## config.mk

```make
export PLATFORM = sky130hd
export DESIGN_NAME = decoder_flat
export DESIGN_NICKNAME = d
export VERILOG_FILES = /design/src/source/cpu_params.svh /design/src/source/cpuPkg.sv /design/src/source/ctrlBus.sv /design/src/source/decoder.sv /design/src/flat_wrapper.sv
export SDC_FILE = /design/constraint.sdc
export NUM_CORES = 1
export LEC_CHECK = 0
export ABC_AREA = 1
export BUFFER_PORTS_ARGS = -buffer_cell sky130_fd_sc_hd__buf_4
export CAP_MARGIN = 25
export CORE_MARGIN = 4
export CORE_UTILIZATION = 33
export DETAILED_ROUTE_END_ITERATION = 12
export PLACE_DENSITY = 0.85
export SYNTH_ARGS = -nofsm -noshare
export SYNTH_HDL_FRONTEND = slang
export SYNTH_SLANG_ARGS = --single-unit
```

## constraint.sdc

```tcl
create_clock -name vclk -period 3.35
set_input_delay 0.8375 -clock vclk [all_inputs]
set_output_delay 0.8375 -clock vclk [all_outputs]
set_load 0.02 [all_outputs]
```

## src/source/cpu_params.svh

```systemverilog
`ifndef CPU_PARAMS_SVH
`define CPU_PARAMS_SVH

// Memory depths in 32-bit words
`define IMEM_WORDS 64
`define DMEM_WORDS 64

// First fetch address after reset
`define RESET_PC 32'h0000_0000

`endif

```

## src/source/cpuPkg.sv

```systemverilog
package cpuPkg;

    typedef logic [31:0] wordT;
    typedef logic [4:0] regAddrT;

    // Major opcodes of the supported RV32I subset
    typedef enum logic [6:0] {
        OP_R      = 7'b0110011,
        OP_I      = 7'b0010011,
        OP_LOAD   = 7'b0000011,
        OP_STORE  = 7'b0100011,
        OP_BRANCH = 7'b1100011
    } opcodeT;

    typedef enum logic [2:0] {
        ALU_ADD = 3'd0,
        ALU_SUB = 3'd1,
        ALU_AND = 3'd2,
        ALU_OR  = 3'd3,
        ALU_SLT = 3'd4
    } aluOpT;

    // Immediate layout picked by the decoder
    typedef enum logic [1:0] {
        IMM_NONE = 2'd0,
        IMM_I    = 2'd1,
        IMM_S    = 2'd2,
        IMM_B    = 2'd3
    } immFmtT;

endpackage

```

## src/source/ctrlBus.sv

```systemverilog
`timescale 1ns/10ps

interface ctrlBus;
    import cpuPkg::*;

    logic    regWrite;
    logic    aluSrc;  // 1 selects imm as operand B
    logic    memWrite;
    logic    memToReg;
    logic    branch;
    aluOpT   aluOp;
    wordT    imm;
    regAddrT rs1;
    regAddrT rs2;
    regAddrT rd;

    modport dec (
        output regWrite, aluSrc, memWrite, memToReg, branch,
        output aluOp, imm, rs1, rs2, rd
    );

    // Datapath side, everything but the ALU operation
    modport dp (
        input regWrite, aluSrc, memWrite, memToReg, branch,
        input imm, rs1, rs2, rd
    );

    modport ex (input aluOp);

endinterface

```

## src/source/decoder.sv

```systemverilog
`timescale 1ns/10ps

module decoder (
    input  cpuPkg::wordT  inst,
    ctrlBus.dec           ctrl
);
    import cpuPkg::*;

    opcodeT     opcode;
    logic [2:0] funct3;
    immFmtT     immFmt;

    assign opcode = opcodeT'(inst[6:0]);
    assign funct3 = inst[14:12];

    // Register fields sit at fixed positions in every format
    assign ctrl.rs1 = inst[19:15];
    assign ctrl.rs2 = inst[24:20];
    assign ctrl.rd  = inst[11:7];

    // Main control and ALU control
    always_comb begin
        ctrl.regWrite = 1'b0;
        ctrl.aluSrc   = 1'b0;
        ctrl.memWrite = 1'b0;
        ctrl.memToReg = 1'b0;
        ctrl.branch   = 1'b0;
        ctrl.aluOp    = ALU_ADD;
        immFmt        = IMM_NONE;
        case (opcode)
            OP_R: begin
                ctrl.regWrite = 1'b1;
                case (funct3)
                    3'b000:  ctrl.aluOp = inst[30] ? ALU_SUB : ALU_ADD;
                    3'b010:  ctrl.aluOp = ALU_SLT;
                    3'b110:  ctrl.aluOp = ALU_OR;
                    3'b111:  ctrl.aluOp = ALU_AND;
                    default: ctrl.regWrite = 1'b0;  // Other R ops act as no-op
                endcase
            end
            OP_I: begin
                ctrl.regWrite = (funct3 == 3'b000);  // addi only
                ctrl.aluSrc   = 1'b1;
                immFmt        = IMM_I;
            end
            OP_LOAD: begin
                ctrl.regWrite = (funct3 == 3'b010);  // lw only
                ctrl.aluSrc   = 1'b1;
                ctrl.memToReg = 1'b1;
                immFmt        = IMM_I;
            end
            OP_STORE: begin
                ctrl.memWrite = (funct3 == 3'b010);  // sw only
                ctrl.aluSrc   = 1'b1;
                immFmt        = IMM_S;
            end
            OP_BRANCH: begin
                ctrl.branch = (funct3 == 3'b000);  // beq only
                ctrl.aluOp  = ALU_SUB;             // Equality through zero flag
                immFmt      = IMM_B;
            end
            default: ;  // Unsupported opcode, nothing enabled
        endcase
    end

    // Sign-extended immediates
    always_comb begin
        case (immFmt)
            IMM_I:   ctrl.imm = {{20{inst[31]}}, inst[31:20]};
            IMM_S:   ctrl.imm = {{20{inst[31]}}, inst[31:25], inst[11:7]};
            IMM_B:   ctrl.imm = {{19{inst[31]}}, inst[31], inst[7], inst[30:25],
                                 inst[11:8], 1'b0};
            default: ctrl.imm = '0;
        endcase
    end

endmodule

```

## src/flat_wrapper.sv

```systemverilog
// flat-port wrapper written by rule: the top's interface ports become plain ports
module decoder_flat import cpuPkg::*;
  (inst, ctrl_regWrite, ctrl_aluSrc, ctrl_memWrite, ctrl_memToReg, ctrl_branch, ctrl_aluOp, ctrl_imm, ctrl_rs1, ctrl_rs2, ctrl_rd);
  ctrlBus ctrl_i ();
  input  cpuPkg::wordT inst;
  output wire logic [$bits(ctrl_i.regWrite)-1:0] ctrl_regWrite;
  output wire logic [$bits(ctrl_i.aluSrc)-1:0] ctrl_aluSrc;
  output wire logic [$bits(ctrl_i.memWrite)-1:0] ctrl_memWrite;
  output wire logic [$bits(ctrl_i.memToReg)-1:0] ctrl_memToReg;
  output wire logic [$bits(ctrl_i.branch)-1:0] ctrl_branch;
  output wire logic [$bits(ctrl_i.aluOp)-1:0] ctrl_aluOp;
  output wire logic [$bits(ctrl_i.imm)-1:0] ctrl_imm;
  output wire logic [$bits(ctrl_i.rs1)-1:0] ctrl_rs1;
  output wire logic [$bits(ctrl_i.rs2)-1:0] ctrl_rs2;
  output wire logic [$bits(ctrl_i.rd)-1:0] ctrl_rd;
  assign ctrl_regWrite = ctrl_i.regWrite;
  assign ctrl_aluSrc = ctrl_i.aluSrc;
  assign ctrl_memWrite = ctrl_i.memWrite;
  assign ctrl_memToReg = ctrl_i.memToReg;
  assign ctrl_branch = ctrl_i.branch;
  assign ctrl_aluOp = ctrl_i.aluOp;
  assign ctrl_imm = ctrl_i.imm;
  assign ctrl_rs1 = ctrl_i.rs1;
  assign ctrl_rs2 = ctrl_i.rs2;
  assign ctrl_rd = ctrl_i.rd;
  decoder u_core (.inst(inst), .ctrl(ctrl_i));
endmodule
```

# Word-level counts from Yosys, hierarchy flattened
# Index checks and enable logic that the tools add are counted.
totals:
  reg_bits: 0
  input_bits: 32
  output_inout_bits: 55
  wordCells: 26
op_classes:
  n_eq_ne: 11
  n_mux: 11
  reduce_logical: 4
op_table:
  columns: ["operator", "count"]
  rows:
  - ["32-bit one-hot mux with 3 select lines", 1]
  - ["7-bit by 6-bit equality test with 1-bit output (second input constant)", 2]
  - ["3-bit one-hot mux with 4 select lines", 1]
  - ["7-bit by 2-bit equality test with 1-bit output (second input constant)", 1]
  - ["7-bit by 5-bit equality test with 1-bit output (second input constant)", 1]
  - ["7-bit equality test (second input constant)", 1]
  - ["3-bit equality test (second input constant)", 2]
  - ["1-bit two-way mux", 6]
  - ["2-bit one-hot mux with 3 select lines", 1]
  - ["3-bit one-hot mux with 2 select lines", 1]
  - ["2-bit equality test (second input constant)", 2]
  - ["4-bit OR reduction", 1]
  - ["3-bit by 2-bit equality test with 1-bit output (second input constant)", 1]
  - ["3-bit zero test", 1]
  - ["1-bit one-hot mux with 3 select lines", 1]
  - ["3-bit OR reduction", 1]
  - ["2-bit by 1-bit equality test with 1-bit output (second input constant)", 1]
  - ["2-bit OR reduction", 1]

# Logic depth before layout (Yosys ltp)
# Gate-level depths: netlist of run 1.
depth:
  ltp_word: 5
  mapped_depth: 6
  mapped_depth_nobuf: 6

# Worst setup path after synthesis of run 1
# OpenSTA, ideal clock, no wires.
synth_timing:
  path_kind: "input to output"
  startpoint: "input port inst[1]"
  endpoint: "output port ctrl_imm[13]"
  arrival_ns: 2.321
  path_slack_ns: 0.192
  cell_stages: 5
  path_buffers: 1
  cell_sequence: "nand2_1 > nor2_4 > o21ai_4 > nor2_1 > buf_4"
synth_via:
  elab_chain_len: 5
synth_rtl:
  columns: ["item", "line", "source"]
  rows:
  - ["start: declaration", "flat_wrapper.sv:5", "input cpuPkg::wordT inst;"]
  - ["7-bit by 5-bit equality test with 1-bit output / 7-bit by 2-bit equality test with 1-bit output (equally long branches)", "decoder.sv:30", "case (opcode)"]
  - ["2-bit OR reduction (no source line)", null, null]
  - ["2-bit one-hot mux with 3 select lines (*)", "decoder.sv:30", null]
  - ["2-bit equality test / 2-bit by 1-bit equality test with 1-bit output (equally long branches)", "decoder.sv:68", "case (immFmt)"]
  - ["32-bit one-hot mux with 3 select lines (*)", "decoder.sv:68", null]
  - ["end: declaration", "flat_wrapper.sv:12", "output wire logic [$bits(ctrl_i.imm)-1:0] ctrl_imm;"]
# Mark *: on every way between the ends. The rest lies on a longest branch, timed or not.

# Final worst setup path of run 1
layout_timing:
  startpoint: "input port inst[2]"
  endpoint: "output port ctrl_imm[23]"
# The elaborated chain is that of the path after synthesis.

==> results of run 1 <==
## per-stage QoR
stage	instance area, µm²	total power, W	utilization	setup WS [ns]
5_1_grt	992	0.0000893	0.556	0.441
3_3_place_gp	992	0.0000800	0.556	0.608
2_1_floorplan	642	0.0000543	-	0.192
4_1_cts	992	0.0000825	0.556	0.565
6_report	992	0.0000818	0.556	0.582
3_5_place_dp	992	0.0000823	0.556	0.562
## cells in the mapped netlist
library cell and number:
o21ai_0 1, o21ai_4 1, nor2_8 1, nand2_1 26
inv_1 14, nand3_2 1, nand3_1 11, nor2_1 16
buf_4 34, nor2_2 2, nor2_4 2, buf_6 1
inv_2 3, nand2_2 2
## power breakdown
part | switching, W | internal, W | leakage, nW | total (W)
clock | 0 | 0 | 0 | 0
sequential | 0 | 0 | 0 | 0
combinational | 0.0000428 | 0.0000389 | 0.646 | 0.0000818
## worst max-delay path, delay by kind of cell
kind | cells | cell delay (ns)
AND/OR/NAND/NOR | 3 | 0.40
buffers and inverters | 4 | 0.55
AO/OA/AOI/OAI | 1 | 0.13
## kinds of logic (layout without fill, tap and decap cells)
family | Yosys count | after routing | share of synthesized area
simple gates | 61 | 61 | 0.452
compound gates | 2 | 2 | 0.0331
buf+inv | 52 | 95 | 0.515
## routing by layer
metal	track usage	vias up	wire length (µm)
met5	0	-	0
met4	0.0175	0	6
met3	0.0430	2	375
met2	0.257	68	925
met1	0.131	336	642
li1	-	394	-
## area by class of cell
type               instances  area, µm²  area share
inverters                 17       63.8      0.0643
multi-input cells         63        312       0.314
well taps                 25       31.3      0.0315
repair buffers            78        586       0.590
## how the worst max path moves through the flow
| stage | start | endpoint |
|---|---|---|
| global placement | inst[2] | ctrl_imm[23] |
| CTS | inst[2] | ctrl_imm[23] |
| finish | inst[2] | ctrl_imm[23] |
| detailed placement | inst[2] | ctrl_imm[23] |
| floorplan | inst[1] | ctrl_imm[13] |
| global route | inst[2] | ctrl_imm[23] |
==> qor.csv, run 1 <==
stage;metric;value;unit
detailed_routing;num_vias;800;
layout;seq_area;0;µm²
layout;nNetsFinal;192;
grt;grt_pass1_vias;773;
sta;rsz0062_at_grt;false;
detailed_routing;drtIter0Drc;9;
detailed_routing;wl_per_cell;10.7;µm
logic_synthesis;synth.area.top_cells;buf_4 (40%), nand2_1 (15%), nor2_1 (9.4%), nand3_1 (8.6%), inv_1 (8.2%);
layout;filler_cell_count;180;
logic_synthesis;synth_warnings;0;
sta;period_minus_slack;2.77;ns
clock_network;hold_buffers;0;
worst_setup_path;critPathSlowestCell;nor2_4;
worst_setup_path;setup.worst_path.class;in2out;
min_path;min-delay-start;inst[18];
grt;grt_pass1_wl;2890;µm
min_path;holdPathEnd;ctrl_rs1[3];
floorplanning;die_w;52.1;µm
floorplanning;core-area;1780;µm²
floorplanning;fp-row-count;15;
layout;clkbuf_count;0;
detailed_routing;first_pass_iters;7;
logic_synthesis;ys_seq_area_frac;0;
min_path;min_path_cells;0;
min_path;min_path_type;in2out;
logic_synthesis;yosysTopAreaCell;buf_4;
detailed_routing;drtAntennaViolNets;0;
placed_design;place.gp.congestion;0.741;
floorplanning;die-area;2710;µm²
grt;grt_max_degree;21;
worst_setup_path;end_kind;output pin;
sta;timing.final.crit_share;0.826;
placed_design;hpwl;1780;µm
placed_design;placedCellCount;183;
floorplanning;io_pins;87;
power_and_ir_drop;ir_drop;0.0471;mV
grt;track_usage;0.130;
job;cap_violations;0;
layout;final_cell_mix;buf_4 (78), nand2_1 (26), nor2_1 (16), inv_1 (14), nand3_1 (11);
logic_synthesis;synth.distinct_cells;14;
clock_network;cts_resized;0;
logic_synthesis;netlist_area;642;µm²
floorplanning;initial_core_util;0.360;
logic_synthesis;synth_top_area_frac;0.398;
sta;worstMarginPinSlew;0.266;ns
layout;design.seq.count;0;
power_and_ir_drop;power_density;82.4;nW/µm²
worst_setup_path;critPathLaunchType;input pin;
worst_setup_path;arrival;1.93;ns
layout;final_cells;183;
logic_synthesis;synth_nets;147;
layout;area.growth.synth_to_final;54.6;%
power_and_ir_drop;p_leak;0.646;nW
worst_setup_path;crit_fanout;20;
grt;antenna_found_initial;0;
placed_design;portBuffers;77;
layout;layout_commonest_cell;buf_4;
clock_network;post-cts-setup-buffers;0;
run_status;status;finished clean;
sta;setup_tns;0;ns
worst_setup_path;path_cells;buf_4, inv_1, nand2_1, nor2_4, o21ai_4, nor2_1, buf_4, buf_4;
sta;drv_slew;0;
sta;whs;1.68;ns
sta;setup_viol;0;
sta;final-hold-violation-count;0;
sta;fmax;361;MHz
layout;drive_above_1_share;0.570;
worst_setup_path;required;2.51;ns
logic_synthesis;synth_area_per_cell;5.58;µm²
detailed_routing;drc;0;
sta;slew_headroom;0.822;
detailed_routing;avgViaCountPerCell;4.37;
worst_setup_path;crit_path_frequent_cell;buf_4;
floorplanning;chipHeight;52.1;µm
layout;n_antenna_cell;0;
grt;gr-total-overflow;0;
detailed_routing;routed_wl;1950;µm
logic_synthesis;synth_cells;115;
worst_setup_path;slowest_delay;0.23;ns
Power figures use the tool's default switching activity.
==> run 2, diff against run 1 <==
- CORE_UTILIZATION: 33 -> 30
- PLACE_DENSITY: 0.85 -> 0.82
- clock period: 3.35 -> 2.3 ns (I/O delays scaled with it)
==> run 2 against run 1 <==
Net effect:
- largest cell class unchanged
- worst setup slack lost 0.34 ns
- via count shrank 1.0%
- critical endpoint is now ctrl_imm[16]
- critical path type unchanged
- combinational power increased by 47%
- largest power group unchanged
==> qor.csv, run 2 (synthesized netlist as in run 1, its figures left out) <==
stage;metric;value;unit
power_and_ir_drop;sw_frac_of_total;0.517;
grt;grt_pass1_vias;713;
clock_network;post-cts-setup-buffers;0;
detailed_routing;drtAntennaViolNets;0;
layout;utilization;0.508;
layout;final_cell_area;1020;µm²
floorplanning;initial_core_util;0.321;
sta;slew_headroom;0.855;
sta;setup_ws;0.238;ns
placed_design;pre_cts_slack;0.237;ns
placed_design;hpwl;1750;µm
sta;rsz0062_at_grt;false;
floorplanning;core-area;2000;µm²
detailed_routing;num_vias;792;
detailed_routing;avgViaCountPerCell;4.26;
worst_setup_path;critPathLaunchType;input pin;
grt;grt_pass1_wl;2720;µm
power_and_ir_drop;power.share.sequential;0;
floorplanning;die-area;2940;µm²
worst_setup_path;end_kind;output pin;
layout;seq_area;0;µm²
layout;drive_above_1_share;0.579;
run_status;status;finished clean;
layout;nNetsFinal;193;
detailed_routing;wl_per_cell;10.2;µm
layout;filler_cell_count;215;
floorplanning;chipHeight;54.3;µm
layout;area.growth.synth_to_final;58.5;%
sta;fmax;485;MHz
power_and_ir_drop;pwr-share-comb;1.000;
placed_design;placed_area;1020;µm²
power_and_ir_drop;clkPwrFrac;0;
sta;setup_tns;0;ns
placed_design;portBuffers;77;
grt;track_usage;0.116;
power_and_ir_drop;p_leak;0.654;nW
power_and_ir_drop;netSwitchingPower;0.0000619;W
layout;layout_commonest_cell;buf_4;
placed_design;place.gp.congestion;0.638;
worst_setup_path;arrival;1.49;ns
layout;multiInputGateArea;314;µm²
floorplanning;fp-row-count;16;
sta;final-hold-violation-count;0;
layout;design.seq.count;0;
detailed_routing;routed_wl;1900;µm
layout;clkbuf_count;0;
power_and_ir_drop;power_density;118;nW/µm²
sta;timing.final.crit_share;0.896;
detailed_routing;first_pass_iters;4;
sta;drv_slew;0;
sta;period_minus_slack;2.06;ns
clock_network;hold_buffers;0;
sta;worstMarginPinSlew;0.217;ns
floorplanning;io_pins;87;
layout;final_cell_mix;buf_4 (78), nand2_1 (26), nor2_1 (15), inv_1 (14), nand3_1 (11);
worst_setup_path;crit_fanout;20;
min_path;min_path_type;in2out;
detailed_routing;drc;0;
job;cap_violations;0;
clock_network;cts_resized;0;
grt;antenna_found_initial;0;
floorplanning;die_w;54.3;µm
layout;n_antenna_cell;0;
power_and_ir_drop;p_int;0.0000578;W
sta;setup_viol;0;
grt;grt_max_degree;21;
power_and_ir_drop;total_power;0.000120;W
detailed_routing;drtIter0Drc;7;
worst_setup_path;setup.worst_path.class;in2out;
worst_setup_path;required;1.73;ns
grt;gr-total-overflow;0;
power_and_ir_drop;ir_drop;0.0609;mV
==> run 2: cell types whose count changed in the layout (fill, tap and decap cells not counted) <==
cell,before,now
buf_12,0,1
nor2_1,16,15
nor2_2,2,3
==> run 2: power by group through the flow <==
stage | Clock (W) | Combinational (W) | Sequential [W]
final | 0 | 0.000120 | 0
after floorplan | 0 | 0.0000793 | 0
after detailed placement | 0 | 0.000121 | 0
after CTS | 0 | 0.000121 | 0
after global routing | 0 | 0.000130 | 0
after global placement | 0 | 0.000118 | 0
==> run 2: routing by layer <==
metal	vias up	track usage	share of wire	routed length, µm
met5	-	0	0	0
met4	0	0.0124	0.0021	4
met3	2	0.0136	0.16	298
met2	57	0.261	0.51	978
met1	334	0.108	0.33	622
li1	399	-	-	-
==> run 2: path summary, 6_finish.rpt <==
kind | start | endpoint | slack (ns) | cells past startpoint
setup / recovery | inst[4] | ctrl_imm[16] | 0.24 | 8
hold / removal | inst[16] | ctrl_rs1[1] | 1.15 | 0
==> run 2: worst max-delay path, cell delays in order <==
cell	delay [ns]
buf_4	0.12
inv_1	0.08
nand2_2	0.07
inv_2	0.11
o21ai_4	0.09
nor2_2	0.13
buf_12	0.16
buf_4	0.15
==> run 2: through the flow <==
step	instances	hold slack (ns)
after global routing	186	1.15
after detailed placement	186	1.15
final	186	1.15
after floorplan	115	1.20
after CTS	186	1.15
after global placement	186	1.15
==> run 2: cell type report <==
cell class                 count  share of cell area
timing repair buffer          79               0.595
inverter                      17              0.0627
tap                           27              0.0332
multi-input combinational     63               0.309
==> run 3, diff against run 2 <==
- ABC_AREA: 1 -> not set
- CORE_MARGIN: 4 -> 2
- CORE_UTILIZATION: 30 -> 28
- PLACE_DENSITY: 0.82 -> 0.81
==> run 3 against run 2 <==
Net effect:
- the flow now finishes with violations (setup timing)
- non-clock buffer count rose by 1
- clock-buffer cell count did not move
- die area fell by 17%
- core utilization fell by 0.11 points
- sequential cell count did not move
- critical path depth fell by 2
- combinational power rose by 5%
- synthesized cell count fell by 25%
- final area fell by 2.2%
- hold slack did not move
- global-route usage rose by 1.2 points
- largest cell class unchanged
- highest routed layer is now met3
==> qor.csv, run 3 <==
stage;metric;value;unit
run_status;status;complete, but fails checks;
run_status;violations;setup timing;
logic_synthesis;ys_seq_area_frac;0;
detailed_routing;wl_per_cell;11.4;µm
worst_setup_path;cpLargestDelayFamily;simple AND/OR/NAND/NOR gates;
floorplanning;initial_core_util;0.295;
power_and_ir_drop;ir_drop;0.0684;mV
logic_synthesis;synth_area_per_cell;6.72;µm²
floorplanning;core-area;1960;µm²
layout;multiInputGateArea;338;µm²
sta;rsz0062_at_grt;true;
logic_synthesis;synth_most_common_cell;buf_4;
min_path;holdPathEnd;ctrl_rs1[0];
detailed_routing;drtIter0Drc;8;
floorplanning;die-area;2440;µm²
floorplanning;io_pins;87;
logic_synthesis;synth_cells;86;
logic_synthesis;synth_nets;118;
sta;worstMarginPinSlew;0.385;ns
logic_synthesis;synth.distinct_cells;21;
grt;grt_pass1_wl;2660;µm
floorplanning;chipHeight;49.4;µm
power_and_ir_drop;total_power;0.000126;W
floorplanning;die_w;49.4;µm
grt;antenna_found_initial;0;
min_path;min_path_type;in2out;
logic_synthesis;synth.area.top_cells;buf_4 (44%), and2_1 (9.7%), a22oi_1 (6.5%), nor2_1 (5.8%), nor4_4 (3.7%);
logic_synthesis;yosysTopAreaCell;buf_4;
placed_design;hpwl;1490;µm
layout;final_cell_mix;buf_4 (77), nor2_1 (9), and2_1 (8), a22oi_1 (5), nand2_1 (4);
power_and_ir_drop;p_leak;0.527;nW
sta;drv_slew;0;
logic_synthesis;netlist_area;578;µm²
detailed_routing;drc;0;
worst_setup_path;slowest_delay;0.29;ns
detailed_routing;routed_wl;1800;µm
detailed_routing;drtAntennaViolNets;0;
grt;grt_max_degree;21;
detailed_routing;num_vias;713;
min_path;min-delay-start;inst[15];
layout;nNetsFinal;165;
layout;design.seq.count;0;
worst_setup_path;crit_path_frequent_cell;buf_6;
worst_setup_path;arrival;1.74;ns
worst_setup_path;crit_buf_inv;3;
sta;fmax;433;MHz
sta;final-hold-violation-count;0;
job;cap_violations;0;
layout;n_antenna_cell;0;
layout;filler_cell_count;189;
worst_setup_path;setup.worst_path.class;in2out;
logic_synthesis;synth_top_cells_by_count;buf_4 (34), and2_1 (9), nor2_1 (9);
worst_setup_path;end_kind;output pin;
worst_setup_path;crit_fanout;7;
grt;grt_pass1_vias;632;
detailed_routing;avgViaCountPerCell;4.51;
layout;area.growth.synth_to_final;72.1;%
power_and_ir_drop;power_density;127;nW/µm²
worst_setup_path;required;1.73;ns
worst_setup_path;critPathSlowestCell;or2_4;
sta;setup_viol;1;
sta;slew_headroom;0.743;
worst_setup_path;critPathLaunchType;input pin;
layout;clkbuf_count;0;
placed_design;portBuffers;77;
logic_synthesis;synth_warnings;0;
sta;timing.final.crit_share;1.01;
worst_setup_path;path_cells;buf_6, nand4bb_1, buf_6, or2_4, nor4_4, buf_4;
sta;setup_ws;-0.0119;ns
floorplanning;fp-row-count;16;
layout;drive_above_1_share;0.679;
min_path;min_path_cells;0;
sta;setup_tns;-0.0119;ns
grt;gr-total-overflow;0;
placed_design;place.gp.congestion;0.835;
grt;track_usage;0.128;
detailed_routing;first_pass_iters;4;
sta;period_minus_slack;2.31;ns
logic_synthesis;synth_top_area_frac;0.442;
layout;layout_commonest_cell;buf_4;
layout;seq_area;0;µm²
-- run 3: per-layer routing --
metal	GRT usage	up-vias	wire, µm
met5	0	-	0
met2	0.275	67	893
met1	0.130	302	665
met3	0.0276	0	245
met4	0	0	0
li1	-	344	-
-- run 3: layout make-up --
class / instances / area share
Inverter: 3 / 0.0113
Tap cell: 27 / 0.0340
Multi-Input combinational cell: 48 / 0.340
Timing Repair Buffer: 80 / 0.615
-- run 3: per-stage QoR --
step	worst slack, ns	cell area [µm²]	hold slack [ns]	instances	util
after global placement	-0.0197	947	1.15	156	0.483
after global routing	-0.0749	995	1.15	158	0.507
final	-0.0119	995	1.15	158	0.507
after floorplan	-0.00959	592	1.19	86	-
after CTS	0.00453	950	1.15	156	0.484
after detailed placement	-0.0518	947	1.15	156	0.483
-- run 3: what timing repair did --
action / CTS / global route
hold buffers: 0 / 0
setup endpoints to repair: 22 / 27
setup buffers: 0 / 1
cloned: 0 / 1
resized for setup: 1 / 7
pin swaps: 2 / 6
endpoints found under the hold margin: 0 / 0
-- run 3: how the worst max path moves through the flow --
stage,startpoint,endpoint,slack (ns),cells after the start
floorplan,inst[2],ctrl_aluOp[0],-0.01,4
global placement,inst[2],ctrl_aluOp[2],-0.02,6
detailed placement,inst[2],ctrl_aluOp[2],-0.05,6
CTS,inst[2],ctrl_branch,0.005,6
global route,inst[3],ctrl_aluOp[2],-0.07,6
finish,inst[3],ctrl_aluOp[2],-0.01,6
-- run 3: cells by family (layout without fill, tap and decap cells) --
logic type      count (synthesis)  after routing  share of synthesized area
buf+inv                        39             83                      0.489
simple gates                   36             37                      0.364
compound gates                 11             11                      0.147
-- run 3: report_power, final --
group	internal, W	total, W	switching, W
logic	0.0000649	0.000126	0.0000612
registers	0	0	0
clock network	0	0	0
